<file path="src/common/iq_pkg.sv">
package iq_pkg;

    // Queue geometry
    localparam int IQ_DEPTH = 8;
    localparam int SLOT_W   = 3;    // clog2 of IQ_DEPTH

    // Datapath widths
    localparam int TAG_W    = 6;    // Physical register tag
    localparam int UOP_W    = 16;   // Opaque micro-op payload

    // Index of one queue entry
    typedef logic [SLOT_W-1:0]   slot_idx_t;

    // Source or destination register tag
    typedef logic [TAG_W-1:0]    preg_tag_t;

    // Micro-op payload, never decoded here
    typedef logic [UOP_W-1:0]    uop_t;

    // One bit per entry
    typedef logic [IQ_DEPTH-1:0] slot_vec_t;

endpackage

</file>
<file path="src/pick1_priority_bin.sv">
`timescale 1ns/1ps

module pick1_priority_bin #(
    parameter int INPUT_COUNT          = 2,
    parameter bit PRIORITY_LOWER_FIRST = 1
) (
    input  logic [INPUT_COUNT-1:0]         dvalid,
    output logic [$clog2(INPUT_COUNT)-1:0] qaddr,
    output logic                           qvalid
);

    localparam int ADDR_W  = $clog2(INPUT_COUNT);
    localparam int P_COUNT = 1 << ADDR_W;       // Inputs padded to a power of two
    localparam int NODES   = 2 * P_COUNT - 1;

    // Heap-ordered tree with node 0 at the root
    wire [ADDR_W-1:0] node_addr  [NODES];
    wire              node_valid [NODES];

    // Leaves carry their own index
    for (genvar i = 0; i < P_COUNT; i++) begin : g_leaf
        if (i < INPUT_COUNT) begin : g_real
            assign node_addr[P_COUNT-1+i]  = ADDR_W'(i);
            assign node_valid[P_COUNT-1+i] = dvalid[i];
        end else begin : g_pad
            assign node_addr[P_COUNT-1+i]  = '0;
            assign node_valid[P_COUNT-1+i] = 1'b0;
        end
    end

    for (genvar lv = 0; lv < ADDR_W; lv++) begin : g_level
        for (genvar n = 0; n < (1 << lv); n++) begin : g_node
            localparam int PARENT = (1 << lv) - 1 + n;
            localparam int LEFT   = 2 * PARENT + 1;    // Lower half of the range
            localparam int RIGHT  = 2 * PARENT + 2;

            logic take_left;

            // Lowest-first prefers the left child and highest-first the right one
            if (PRIORITY_LOWER_FIRST) begin : g_lf
                assign take_left = node_valid[LEFT];
            end else begin : g_hf
                assign take_left = !node_valid[RIGHT];
            end

            assign node_addr[PARENT]  = take_left ? node_addr[LEFT] : node_addr[RIGHT];
            assign node_valid[PARENT] = node_valid[LEFT] | node_valid[RIGHT];
        end
    end

    assign qaddr  = node_addr[0];
    assign qvalid = node_valid[0];

endmodule

</file>
<file path="src/issue_queue/iq_entry_array.sv">
`timescale 1ns/1ps

module iq_entry_array (
    input  logic               clk,
    input  logic               rst_n,

    input  logic               dispatch_valid,
    input  iq_pkg::uop_t       dispatch_uop,
    input  iq_pkg::preg_tag_t  dispatch_dst,
    input  iq_pkg::preg_tag_t  dispatch_src1,
    input  logic               dispatch_src1_ready,
    input  iq_pkg::preg_tag_t  dispatch_src2,
    input  logic               dispatch_src2_ready,

    input  iq_pkg::slot_idx_t  alloc_slot,
    input  logic               alloc_any,

    input  logic               wakeup_valid,
    input  iq_pkg::preg_tag_t  wakeup_tag,

    input  logic               grant_valid,
    input  iq_pkg::slot_idx_t  grant_slot,

    output iq_pkg::slot_vec_t  free_mask,
    output iq_pkg::slot_vec_t  req_mask,
    output iq_pkg::uop_t       entry_uop [iq_pkg::IQ_DEPTH],
    output iq_pkg::preg_tag_t  entry_dst [iq_pkg::IQ_DEPTH]
);

    // Per-entry control state
    iq_pkg::slot_vec_t  valid_q;
    iq_pkg::slot_vec_t  src1_rdy_q;
    iq_pkg::slot_vec_t  src2_rdy_q;

    // Per-entry payload
    iq_pkg::preg_tag_t  src1_tag_q [iq_pkg::IQ_DEPTH];
    iq_pkg::preg_tag_t  src2_tag_q [iq_pkg::IQ_DEPTH];
    iq_pkg::uop_t       uop_q      [iq_pkg::IQ_DEPTH];
    iq_pkg::preg_tag_t  dst_q      [iq_pkg::IQ_DEPTH];

    iq_pkg::slot_vec_t  wr_mask;
    iq_pkg::slot_vec_t  rel_mask;
    iq_pkg::slot_vec_t  wake1;
    iq_pkg::slot_vec_t  wake2;
    logic               disp_wr;
    logic               disp_rdy1;
    logic               disp_rdy2;

    assign disp_wr = dispatch_valid & alloc_any;    // Dropped when full

    // Same-cycle broadcast also wakes the incoming uop
    assign disp_rdy1 = dispatch_src1_ready | (wakeup_valid && dispatch_src1 == wakeup_tag);
    assign disp_rdy2 = dispatch_src2_ready | (wakeup_valid && dispatch_src2 == wakeup_tag);

    always_comb begin
        for (int i = 0; i < iq_pkg::IQ_DEPTH; i++) begin
            wr_mask[i]  = disp_wr && alloc_slot == iq_pkg::slot_idx_t'(i);
            rel_mask[i] = grant_valid && grant_slot == iq_pkg::slot_idx_t'(i);
            wake1[i]    = wakeup_valid && valid_q[i] && src1_tag_q[i] == wakeup_tag;
            wake2[i]    = wakeup_valid && valid_q[i] && src2_tag_q[i] == wakeup_tag;
        end
    end

    always_ff @(posedge clk or negedge rst_n) begin
        if (!rst_n) begin
            valid_q    <= '0;
            src1_rdy_q <= '0;
            src2_rdy_q <= '0;
        end else begin
            for (int i = 0; i < iq_pkg::IQ_DEPTH; i++) begin
                if (wr_mask[i]) begin
                    valid_q[i]    <= 1'b1;
                    src1_rdy_q[i] <= disp_rdy1;
                    src2_rdy_q[i] <= disp_rdy2;
                end else begin
                    if (rel_mask[i]) begin
                        valid_q[i] <= 1'b0;    // Issued this edge
                    end
                    if (wake1[i]) begin
                        src1_rdy_q[i] <= 1'b1;
                    end
                    if (wake2[i]) begin
                        src2_rdy_q[i] <= 1'b1;
                    end
                end
            end
        end
    end

    always_ff @(posedge clk) begin
        for (int i = 0; i < iq_pkg::IQ_DEPTH; i++) begin
            if (wr_mask[i]) begin
                src1_tag_q[i] <= dispatch_src1;
                src2_tag_q[i] <= dispatch_src2;
                uop_q[i]      <= dispatch_uop;
                dst_q[i]      <= dispatch_dst;
            end
        end
    end

    assign free_mask = ~valid_q;
    assign req_mask  = valid_q & src1_rdy_q & src2_rdy_q;   // Both operands ready

    // Flat read ports for the select mux
    assign entry_uop = uop_q;
    assign entry_dst = dst_q;

endmodule

</file>
<file path="src/issue_queue/iq_select.sv">
`timescale 1ns/1ps

module iq_select (
    input  logic               clk,
    input  logic               rst_n,

    input  iq_pkg::slot_vec_t  req_mask,
    input  iq_pkg::uop_t       entry_uop [iq_pkg::IQ_DEPTH],
    input  iq_pkg::preg_tag_t  entry_dst [iq_pkg::IQ_DEPTH],
    input  logic               issue_stall,

    output logic               grant_valid,
    output iq_pkg::slot_idx_t  grant_slot,

    output logic               issue_valid,
    output iq_pkg::slot_idx_t  issue_slot,
    output iq_pkg::uop_t       issue_uop,
    output iq_pkg::preg_tag_t  issue_dst
);

    iq_pkg::slot_vec_t  req_live;

    // Stall hides every request, so nothing is granted or released
    assign req_live = issue_stall ? '0 : req_mask;

    // Highest ready index wins
    pick1_priority_bin #(
        .INPUT_COUNT          (iq_pkg::IQ_DEPTH),
        .PRIORITY_LOWER_FIRST (0)
    ) u_pick_issue (
        .dvalid (req_live),
        .qaddr  (grant_slot),
        .qvalid (grant_valid)
    );

    always_ff @(posedge clk or negedge rst_n) begin
        if (!rst_n) begin
            issue_valid <= 1'b0;
        end else begin
            issue_valid <= grant_valid;
        end
    end

    // Payload captured at the same edge that frees the entry
    always_ff @(posedge clk) begin
        if (grant_valid) begin
            issue_slot <= grant_slot;
            issue_uop  <= entry_uop[grant_slot];
            issue_dst  <= entry_dst[grant_slot];
        end
    end

endmodule

</file>
<file path="src/issue_queue_top.sv">
`timescale 1ns/1ps

module issue_queue_top (
    input  logic               clk,
    input  logic               rst_n,

    // Dispatch
    input  logic               dispatch_valid,
    input  iq_pkg::uop_t       dispatch_uop,
    input  iq_pkg::preg_tag_t  dispatch_dst,
    input  iq_pkg::preg_tag_t  dispatch_src1,
    input  logic               dispatch_src1_ready,
    input  iq_pkg::preg_tag_t  dispatch_src2,
    input  logic               dispatch_src2_ready,
    output logic               full,

    // Wakeup broadcast
    input  logic               wakeup_valid,
    input  iq_pkg::preg_tag_t  wakeup_tag,

    input  logic               issue_stall,

    // Issue port
    output logic               issue_valid,
    output iq_pkg::slot_idx_t  issue_slot,
    output iq_pkg::uop_t       issue_uop,
    output iq_pkg::preg_tag_t  issue_dst
);

    iq_pkg::slot_vec_t  free_mask;
    iq_pkg::slot_vec_t  req_mask;
    iq_pkg::slot_idx_t  alloc_slot;
    logic               alloc_any;
    logic               grant_valid;
    iq_pkg::slot_idx_t  grant_slot;
    iq_pkg::uop_t       entry_uop [iq_pkg::IQ_DEPTH];
    iq_pkg::preg_tag_t  entry_dst [iq_pkg::IQ_DEPTH];

    // Lowest free slot takes the next dispatch
    pick1_priority_bin #(
        .INPUT_COUNT          (iq_pkg::IQ_DEPTH),
        .PRIORITY_LOWER_FIRST (1)
    ) u_pick_alloc (
        .dvalid (free_mask),
        .qaddr  (alloc_slot),
        .qvalid (alloc_any)
    );

    assign full = ~alloc_any;

    iq_entry_array u_entries (
        .clk                 (clk),
        .rst_n               (rst_n),
        .dispatch_valid      (dispatch_valid),
        .dispatch_uop        (dispatch_uop),
        .dispatch_dst        (dispatch_dst),
        .dispatch_src1       (dispatch_src1),
        .dispatch_src1_ready (dispatch_src1_ready),
        .dispatch_src2       (dispatch_src2),
        .dispatch_src2_ready (dispatch_src2_ready),
        .alloc_slot          (alloc_slot),
        .alloc_any           (alloc_any),
        .wakeup_valid        (wakeup_valid),
        .wakeup_tag          (wakeup_tag),
        .grant_valid         (grant_valid),
        .grant_slot          (grant_slot),
        .free_mask           (free_mask),
        .req_mask            (req_mask),
        .entry_uop           (entry_uop),
        .entry_dst           (entry_dst)
    );

    iq_select u_select (
        .clk         (clk),
        .rst_n       (rst_n),
        .req_mask    (req_mask),
        .entry_uop   (entry_uop),
        .entry_dst   (entry_dst),
        .issue_stall (issue_stall),
        .grant_valid (grant_valid),
        .grant_slot  (grant_slot),
        .issue_valid (issue_valid),
        .issue_slot  (issue_slot),
        .issue_uop   (issue_uop),
        .issue_dst   (issue_dst)
    );

endmodule

</file>
<file path="config.mk">
export PLATFORM = sky130hd
export DESIGN_NAME = issue_queue_top
export DESIGN_NICKNAME = d
export VERILOG_FILES = /design/src/common/iq_pkg.sv /design/src/pick1_priority_bin.sv /design/src/issue_queue/iq_entry_array.sv /design/src/issue_queue/iq_select.sv /design/src/issue_queue_top.sv
export SDC_FILE = /design/constraint.sdc
export NUM_CORES = 1
export LEC_CHECK = 0
export BUFFER_PORTS_ARGS = -buffer_cell sky130_fd_sc_hd__buf_4
export CAP_MARGIN = 20
export CORE_MARGIN = 3
export CORE_UTILIZATION = 65
export DETAILED_ROUTE_END_ITERATION = 10
export GPL_TIMING_DRIVEN = 0
export PLACE_DENSITY_LB_ADDON = 0.08
export SLEW_MARGIN = 20
export SYNTH_ARGS = -nofsm -noshare
export SYNTH_HDL_FRONTEND = slang
export SYNTH_SLANG_ARGS = --single-unit
</file>
<file path="constraint.sdc">
create_clock -name clk -period 10.4 [get_ports clk]
set_input_delay 1.04 -clock clk [delete_from_list [all_inputs] [get_ports clk]]
set_output_delay 1.04 -clock clk [all_outputs]
set_load 0.05 [all_outputs]
</file>
### Word-level counts from Yosys, hierarchy flattened

Memory sizes are Yosys's and may differ from the RTL's.
Index checks and enable logic that the tools add are counted.

| storage, ports and cells | value |
|---|---|
| bits in registers | 226 |
| RAM bits | 96 |
| memories kept | 2 |

| operators by class | value |
|---|---|
| $lt $le $gt $ge | 1 |
| eq/ne operators | 32 |
| multiplexer cells | 127 |
| bitwise gates (word level) | 22 |
| reduce and logical (&&, ||, !) cells | 82 |

Memories:

| name | words | bits a word | rd ports | clocked after Yosys merged registers in | wr ports | RTL line | text |
|---|---|---|---|---|---|---|---|
| u_entries.src1_tag_q | 8 | 6 | 8 | 0 | 1 | iq_entry_array.sv:36 | `iq_pkg::preg_tag_t src1_tag_q [iq_pkg::IQ_DEPTH];` |
| u_entries.src2_tag_q | 8 | 6 | 8 | 0 | 1 | iq_entry_array.sv:37 | `iq_pkg::preg_tag_t src2_tag_q [iq_pkg::IQ_DEPTH];` |

Operators with widths:

| kind | number |
|---|---|
| $eq A6 B6 Y1 | 18 |
| $mux W6 | 16 |
| $mux W1 | 86 |
| $reduce_or A6 Y1 | 14 |
| $mux W3 | 18 |
| $bmux W16 S3 | 1 |
| $reduce_bool A2 Y1 | 24 |
| $logic_and A1 B1 Y1 | 42 |
| $mux W16 | 2 |
| $eq A3 B3 Y1 const B | 8 |
| $bmux W6 S3 | 1 |
| $and A8 B8 Y8 | 2 |
| $or A1 B1 Y1 | 16 |
| $eq A3 B2 Y1 const B | 4 |
| $mux W8 | 1 |
| $not A8 Y8 | 1 |
| $eq A3 B1 Y1 const B | 2 |
| $logic_not A3 Y1 | 2 |
| $ge A4 B4 Y1 const B | 1 |
| $mux W2 | 2 |
| $not A3 Y4 | 1 |
| $and A1 B1 Y1 | 1 |
| $not A1 Y1 | 1 |

### Logic depth before layout (Yosys ltp)

Gate-level depths: netlist of the first run.

| depth | value |
|---|---|
| depth in word-level cells | 16 |
| depth in mapped cells | 11 |

### Hierarchy

From an unflattened synthesis of the first run, not the netlist that was laid out.

| unflattened totals | value |
|---|---|
| cells, all modules | 681 |
| area, all modules | 13015.0 sq um |

Modules (own cells, without submodules):

| module | instances | cells each | area an instance (sq um) | sequential area each (sq um) |
|---|---|---|---|---|
| iq_entry_array | 1 | 545 | 10600.2 | 8768.4 |
| iq_select | 1 | 112 | 2290.9 | 775.7 |
| pick1_priority_bin at u_pick_alloc | 1 | 11 | 62.6 | 0.0 |
| pick1_priority_bin at u_select.u_pick_issue | 1 | 12 | 57.6 | 0.0 |
| issue_queue_top | 1 | 1 | 3.8 | 0.0 |

### Least setup slack after synthesis of the first run

OpenSTA, ideal clock, no wires.

| path | value |
|---|---|
| path kind | in2reg |
| start point | input dispatch_valid |
| end point | register u_entries.dst_q, in the netlist u_entries.entry_dst[24], enable pin |
| library setup time | 0.480 ns |
| arrival | 3.685 ns |
| required time | 9.920 ns |
| path slack | 6.236 ns |
| stages | 2 |
| cells stage by stage | nand2_1 -> nor3_1 |

| between the ends | value |
|---|---|
| longest elaborated chain between the ends | 2 |

RTL lines:

| item | RTL line | text |
|---|---|---|
| start, declared | issue_queue_top.sv:8 | `input logic dispatch_valid,` |
| $and A1 B1 Y1 | iq_entry_array.sv:49 | `assign disp_wr = dispatch_valid & alloc_any;` |
| $logic_and A1 B1 Y1 | iq_entry_array.sv:57 | `wr_mask[i] = disp_wr && alloc_slot == iq_pkg::slot_idx_t'(i);` |
| named net u_entries.wr_mask[3] | iq_entry_array.sv:41 | `iq_pkg::slot_vec_t wr_mask;` |
| end signal, assigned by index | iq_entry_array.sv:96 | `dst_q[i] <= dispatch_dst;` |
| end, declared | iq_entry_array.sv:39 | `iq_pkg::preg_tag_t dst_q [iq_pkg::IQ_DEPTH];` |

The timed path passes the listed nets, and every way through them passes these cells.
A chain may end at the register's enable or synchronous reset.

### Worst setup path in the final report of the first run

| path | value |
|---|---|
| start point | input issue_stall |
| end point | register u_select.issue_uop[4], enable pin |

| between the ends | value |
|---|---|
| longest elaborated chain between the ends | 4 |
| elaborated cells on any way between the ends | 8 |
| those cells by class | mux (1); bitwise (7) |

RTL lines:

| item | RTL line | text |
|---|---|---|
| start, declared | issue_queue_top.sv:21 | `input logic issue_stall,` |
| $mux W8 (*) | iq_select.sv:24 | `assign req_live = issue_stall ? '0 : req_mask;` |
| $or A1 B1 Y1 (2 in a row) | pick1_priority_bin.sv:47 | `assign node_valid[PARENT] = node_valid[LEFT] \| node_valid[RIGHT];` |
| $or A1 B1 Y1 (*) | pick1_priority_bin.sv:47 |  |
| named net grant_valid | issue_queue_top.sv:34 | `logic grant_valid;` |
| end signal, assigned | iq_select.sv:48 | `issue_uop <= entry_uop[grant_slot];` |
| end, declared | iq_select.sv:17 | `output iq_pkg::uop_t issue_uop,` |

Mark *: on every way through the listed nets, which the timed path passes. The rest lies on a longest branch.

==> results of run 1 <==
==> final timing paths <==
check | from | to | slack (ns) | cells after the start
max in group asynchronous | rst_n | u_entries.valid_q[1] | 9.75 | 1
min | rst_n | u_select.issue_valid | 0.38 | 1
max | issue_stall | u_select.issue_uop[4] | 7.21 | 7
min reg2reg | u_entries.src1_rdy_q[0] | u_entries.src1_rdy_q[0] | 0.56 | 2
max reg2reg | u_entries.valid_q[6] | u_select.issue_uop[4] | 7.28 | 6
min in group clk | u_entries.src1_rdy_q[0] | u_entries.src1_rdy_q[0] | 0.56 | 2
==> layout make-up <==
| class | count | area (µm²) | area share |
|---|---|---|---|
| flip-flops and latches | 322 | 9540 | 0.641 |
| clock inverters | 14 | 101 | 0.00681 |
| well taps | 260 | 325 | 0.0219 |
| clock buffers | 42 | 837 | 0.0563 |
| plain buffers | 36 | 174 | 0.0117 |
| multi-input cells | 442 | 3140 | 0.211 |
| inverters | 9 | 38.8 | 0.00261 |
| repair buffers | 81 | 721 | 0.0484 |
==> cell families (layout without fill, tap and decap cells) <==
| logic type | after synthesis | after routing | synth area share |
|---|---|---|---|
| buffers and inverters | 45 | 182 | 0.0161 |
| DFF | 322 | 322 | 0.742 |
| xor gates and xnor gates | 108 | 108 | 0.0735 |
| and+or+nand+nor | 168 | 168 | 0.0681 |
| muxes | 22 | 22 | 0.0180 |
| AOI/OAI and AO/OA | 144 | 144 | 0.0821 |
==> layer usage <==
layer | share of wire | vias to the layer above
met1 | 0.38 | 3792
met5 | 0 | -
met4 | 0.031 | 0
met2 | 0.50 | 423
li1 | - | 3359
met3 | 0.089 | 70
==> cells in the final DEF (no fill, tap or decap), drive strengths merged, types with 4 or more instances in the layout <==
master / netlist / routed
mux2: 9 / 9
o2bb2ai: 6 / 6
clkinv: 1 / 12
and4b: 5 / 5
o22a: 12 / 12
nand2: 82 / 82
edfxtp: 297 / 297
xnor2: 30 / 30
mux2i: 13 / 13
a221o: 22 / 22
buf: 18 / 99
a211oi: 6 / 6
a221oi: 16 / 16
nand3: 6 / 6
clkbuf: 18 / 60
a41oi: 8 / 8
a21o: 4 / 4
nor3: 12 / 12
a21oi: 49 / 49
dfrtp: 25 / 25
nor2: 22 / 22
nand4b: 10 / 10
inv: 8 / 10
nand4: 4 / 4
nor4: 20 / 20
xor2: 78 / 78
o21ai: 10 / 10
==> critical path: stages <==
cell and delay (ns):
buf_4 0.10, and4b_1 0.27, nor4_4 0.67, clkbuf_1 0.53, nand4_1 0.44, buf_6 0.29, buf_6 0.15
==> power by group <==
| part | internal (W) | switching [W] | leakage [nW] |
|---|---|---|---|
| Combinational | 0.000413 | 0.000868 | 1.74 |
| Clock | 0.000587 | 0.000458 | 0.464 |
| Sequential | 0.00170 | 0.000112 | 3.01 |
==> sequential cells by signal, indices dropped and copies added (netlist names) <==
signal,cells
u_entries.entry_uop,128
u_entries.entry_dst,48
u_entries.src1_tag_q,48
u_entries.src2_tag_q,48
u_select.issue_uop,16
u_entries.src1_rdy_q,8
u_entries.src2_rdy_q,8
u_entries.valid_q,8
u_select.issue_dst,6
u_select.issue_slot,3
u_select.issue_valid,1
==> per-stage QoR <==
step                worst slack [ns]  instance area [µm²]  hold slack, ns  total power (W)  instances
floorplan                       6.24                12900           0.504          0.00262        809
CTS                             7.25                14900           0.380          0.00415       1206
detailed placement              6.65                13900           0.543          0.00310       1150
global placement                4.03                13700           0.524          0.00301       1135
global route                    7.15                14900           0.382          0.00430       1206
finish                          7.21                14900           0.385          0.00414       1206
==> flow_metrics.py, run 1 <==
metrics = {
    "status": {
        "outcome": "finished, final reports clean",
    },
    "critical_path": {
        "end_kind": "flop",
        "worstSetupPathType": "in2reg",
        "cp.arrival_ns": 3.51,
        "crit_fanout": 10,
        "cp.required_ns": 10.72,
        "worstSetupStartpointType": "primary input",
    },
    "global_routing": {
        "met2_usage": 0.466,
        "grt_pass1_vias": 7854,
        "antenna_found_initial": 0,
        "use_met3": 0.0472,
        "grt_max_degree": 40,
        "grt_usage": 0.285,
        "busiest_layer": "met2",
        "grt_util_met1": 0.395,
        "grt_pass1_wl_mm": 46.2,
        "grt_overflow": 0,
    },
    "clock_network": {
        "hold_buffers": 0,
        "numCtsBuffers": 31,
        "ctsRootBufferMaster": "clkbuf_16",
        "clk_latency_ns": 0.56,
        "clk_pin_slew_ns": 0.06,
        "cts-resized-gates": 0,
        "cts_setup_buffers": 0,
        "cts.path.max_buffers": 3,
        "cts_max_level": 1,
        "cts_tree": "built",
        "cts.sinks": 322,
    },
    "logic_synthesis": {
        "synth_flop_cell": "edfxtp_1",
        "yosysWarnings": 0,
        "avgSynthCellArea_um2": 15.9,
        "syn_area_um2": 12900,
        "syn_inst": 809,
        "synth_area_leader_cell": "edfxtp_1",
        "yosys-top-cells-area": "edfxtp_1 (69%), xor2_1 (5.3%), dfrtp_1 (4.9%)",
        "synth_seq_cells": 322,
        "ys_types": 49,
        "synth_fp_nets": 856,
        "synth_common_cells": "edfxtp_1 (297), nand2_1 (82), xor2_1 (78)",
        "yosysMostFrequentCell": "edfxtp_1",
        "async_flop_share": 0.0776,
        "synth_edf_count": 297,
        "ys_seq_area_frac": 0.742,
        "synth_top_cell_area_share": 0.693,
    },
    "detailed_routing": {
        "post_drt_wl_per_cell_um": 25.2,
        "firstDrtPassIters": 5,
        "drt_wl_total_mm": 30.4,
        "drc_errors": 0,
        "drt-initial-drc-count": 961,
        "vias": 7644,
        "ant_nets": 0,
        "avgViaCountPerCell": 6.34,
    },
    "sta": {
        "post-route-min-period_ns": 3.19,
        "maxSlewViolCount": 0,
        "finalSetupViolations": 0,
        "max_slew.worst_pin.slew_ns": 0.940,
        "timing.final.crit_share": 0.307,
        "fin_tns_setup_ns": 0,
        "maxSlewHeadroom": 0.370,
        "hold_viol_final": 0,
        "fin_skew_ns": 0.0131,
        "rsz0062_at_grt": "no",
        "max_clock_freq_mhz": 314,
    },
    "floorplanning": {
        "start_util": 0.674,
        "ios": 74,
        "rows": 50,
        "core-area_um2": 19100,
        "dieWidth_um": 147,
        "die_y_um": 147,
        "dieArea_um2": 21500,
    },
    "finish": {
        "area_delta_synth_final_pct": 15.7,
        "nFillCells": 1127,
        "postLayoutCoreUtil": 0.780,
        "drive_gt1_frac": 0.178,
        "n_antenna_cell": 0,
        "nets": 970,
    },
    "place": {
        "io_buffers": 66,
        "finalWeightedCongestion": 0.858,
        "hpwlAfterDp_mm": 19.7,
    },
    "run": {
        "maxCapViolations": 0,
    },
    "power": {
        "ir_worst_vdd_v": 0.000150,
        "cellPowerDensity_nw_per_um2": 278,
        "p_leak_nw": 5.22,
    },
    "worst_hold_path": {
        "min_path_type": "in2async",
    },
}
Power figures use the tool's default switching activity.
==> run 2: changes to the inputs <==
--- a/config.mk
+++ b/config.mk
@@ -5,10 +5,11 @@
 export SDC_FILE = /design/constraint.sdc
 export NUM_CORES = 1
 export LEC_CHECK = 0
+export ABC_AREA = 1
 export BUFFER_PORTS_ARGS = -buffer_cell sky130_fd_sc_hd__buf_4
 export CAP_MARGIN = 20
 export CORE_MARGIN = 3
-export CORE_UTILIZATION = 65
+export CORE_UTILIZATION = 55
 export DETAILED_ROUTE_END_ITERATION = 10
 export GPL_TIMING_DRIVEN = 0
 export PLACE_DENSITY_LB_ADDON = 0.08
==> constraint.sdc (replaced) <==
create_clock -name clk -period 2.8 [get_ports clk]
set_input_delay 0.28 -clock clk [delete_from_list [all_inputs] [get_ports clk]]
set_output_delay 0.28 -clock clk [all_outputs]
set_load 0.05 [all_outputs]
==> flow_metrics.py, run 2 <==
metrics = {
    "power": {
        "seqPwrFrac": 0.370,
        "p_sw_w": 0.00692,
        "clkPwrFrac": 0.246,
        "p_leak_nw": 7.18,
        "swShare": 0.383,
        "cellPowerDensity_nw_per_um2": 1070,
        "p_comb_frac": 0.384,
        "ir_worst_vdd_v": 0.000837,
        "p_int_w": 0.0111,
    },
    "place": {
        "finalWeightedCongestion": 0.860,
        "dpl_cell_area_um2": 15600,
        "dp_slack_ns": -0.141,
        "hpwlAfterDp_mm": 24.3,
        "dpl.cell_count": 1762,
        "io_buffers": 67,
    },
    "global_routing": {
        "grt_usage": 0.266,
        "grt_overflow": 0,
        "grt_pass1_vias": 10100,
        "grt_pass1_wl_mm": 56.5,
        "antenna_found_initial": 0,
        "grt_max_degree": 29,
    },
    "sta": {
        "hold_viol_final": 0,
        "max_slew.worst_pin.slew_ns": 0.755,
        "maxSlewHeadroom": 0.497,
        "rsz0062_at_grt": "no",
        "finalWorstSetupSlack_ns": 0.165,
        "post-route-min-period_ns": 2.63,
        "whs_ns": 0.0147,
        "maxSlewViolCount": 0,
        "max_clock_freq_mhz": 380,
        "fin_tns_setup_ns": 0,
        "timing.final.crit_share": 0.941,
        "finalSetupViolations": 0,
        "fin_skew_ns": 0.0100,
    },
    "finish": {
        "drive_gt1_frac": 0.122,
        "final_cell_mix": "nand2_1 (312), edfxtp_1 (297), inv_1 (228)",
        "n_antenna_cell": 0,
        "layout.cells.non_filler": 1842,
        "final_area_um2": 16800,
        "layout_commonest_cell": "nand2_1",
        "nets": 1534,
        "area_delta_synth_final_pct": 18.6,
        "largest_reg_flops": 128,
    },
    "floorplanning": {
        "dieArea_um2": 27800,
        "dieWidth_um": 167,
        "die_y_um": 167,
        "start_util": 0.562,
        "ios": 74,
        "core-area_um2": 25300,
        "rows": 58,
    },
    "logic_synthesis": {
        "yosys-top-cells-area": "edfxtp_1 (63%), nand2_1 (8.2%), nand3_1 (7.0%)",
        "synth_common_cells": "nand2_1 (312), edfxtp_1 (297), inv_1 (229)",
        "synth_flop_cell": "edfxtp_1",
        "ys_types": 36,
        "avgSynthCellArea_um2": 10.5,
        "yosysMostFrequentCell": "nand2_1",
        "synth_top_cell_area_share": 0.628,
        "yosysWarnings": 0,
        "async_flop_share": 0.0776,
        "synth_edf_count": 297,
        "syn_inst": 1346,
        "synth_fp_nets": 1393,
        "ys_seq_area_frac": 0.672,
        "synth_seq_cells": 322,
        "syn_area_um2": 14200,
        "synth_area_leader_cell": "edfxtp_1",
    },
    "clock_network": {
        "numCtsBuffers": 34,
        "cts_tree": "built",
        "cts_max_level": 2,
        "clk_pin_slew_ns": 0.06,
        "clk_latency_ns": 0.51,
        "cts.path.max_buffers": 3,
        "cts.sinks": 322,
        "ctsRootBufferMaster": "clkbuf_16",
        "cts-resized-gates": 0,
    },
    "status": {
        "outcome": "finished, final reports clean",
    },
    "critical_path": {
        "worstSetupPathType": "reg2reg",
        "cp.required_ns": 3.19,
        "end_kind": "flop",
        "cp.arrival_ns": 3.03,
        "crit_fanout": 15,
        "worstSetupStartpointType": "flop",
    },
    "detailed_routing": {
        "drc_errors": 0,
        "post_drt_wl_per_cell_um": 19.9,
        "firstDrtPassIters": 7,
        "drt-initial-drc-count": 1107,
        "ant_nets": 0,
        "vias": 10100,
        "drt_wl_total_mm": 36.7,
        "avgViaCountPerCell": 5.49,
    },
    "worst_hold_path": {
        "min_path_type": "in2reg",
    },
    "run": {
        "maxCapViolations": 0,
    },
}
run 2: power by group through the flow:
stage	combinational (W)	sequential (W)	clock, W
floorplan	0.00365	0.00743	0
global placement	0.00637	0.00678	0
detailed placement	0.00682	0.00677	0
CTS	0.00689	0.00668	0.00450
global route	0.00756	0.00675	0.00469
finish	0.00693	0.00668	0.00443
run 2: per-stage QoR:
| stage | total power, W | utilization |
|---|---|---|
| floorplan | 0.0111 | - |
| global placement | 0.0131 | 0.599 |
| detailed placement | 0.0136 | 0.616 |
| finish | 0.0180 | 0.667 |
| CTS | 0.0181 | 0.666 |
| global route | 0.0190 | 0.667 |
run 2: critical path: stages (launching register included):
cell,delay (ns)
dfrtp_1,0.50
nand2_1,0.14
a21oi_1,0.49
nand2_1,0.29
nor2_4,0.43
buf_16,0.22
buf_16,0.17
inv_1,0.10
nor2_1,0.13
nor2_1,0.06
run 2: cells by family (layout without fill, tap and decap cells):
logic type	Yosys count	count (layout)	synth area share
buffers and inverters	290	456	0.0815
AO/OA/AOI/OAI	68	68	0.0299
flip-flops	322	322	0.672
AND/OR/NAND/NOR	625	625	0.191
XOR/XNOR	41	41	0.0253
run 2: timing repair:
| action | in CTS | in global routing |
|---|---|---|
| hold buffers | 16 | 0 |
| pin swaps | 1 | 1 |
| hold endpoints to repair | 141 | 0 |
| endpoints found under the setup margin | 10 | 12 |
| setup buffers | 1 | 2 |
run 2: final timing paths:
| path | to | from | slack [ns] | cells past startpoint |
|---|---|---|---|---|
| worst max-delay path | u_entries.src2_rdy_q[2] | u_entries.valid_q[0] | 0.17 | 9 |
| worst min-delay path | u_entries.entry_uop[26] | dispatch_uop[10] | 0.01 | 1 |
| worst max register to register | u_entries.src2_rdy_q[2] | u_entries.valid_q[0] | 0.17 | 9 |
| worst min register to register | u_entries.src2_rdy_q[3] | u_entries.src2_rdy_q[3] | 0.52 | 2 |
| max in group asynchronous | u_entries.valid_q[6] | rst_n | 2.31 | 2 |
| min in group asynchronous | u_select.issue_valid | rst_n | 0.22 | 2 |
run 2: layout make-up:
class,instances,area (µm²)
Buffer,59,290
Inverter,231,867
Timing Repair Buffer,105,1070
Multi-Input combinational cell,734,3550
Clock buffer,52,982
Sequential cell,322,9540
Fill cell,1941,8420
Clock inverter,9,120
Tap cell,330,413
run 2: layer usage:
layer,global-route usage,vias up,wire length (µm)
met3,0.0332,87,2680
met2,0.462,430,18500
met4,0.115,0,1420
met5,0,-,0
met1,0.338,4847,14100
li1,-,4740,-
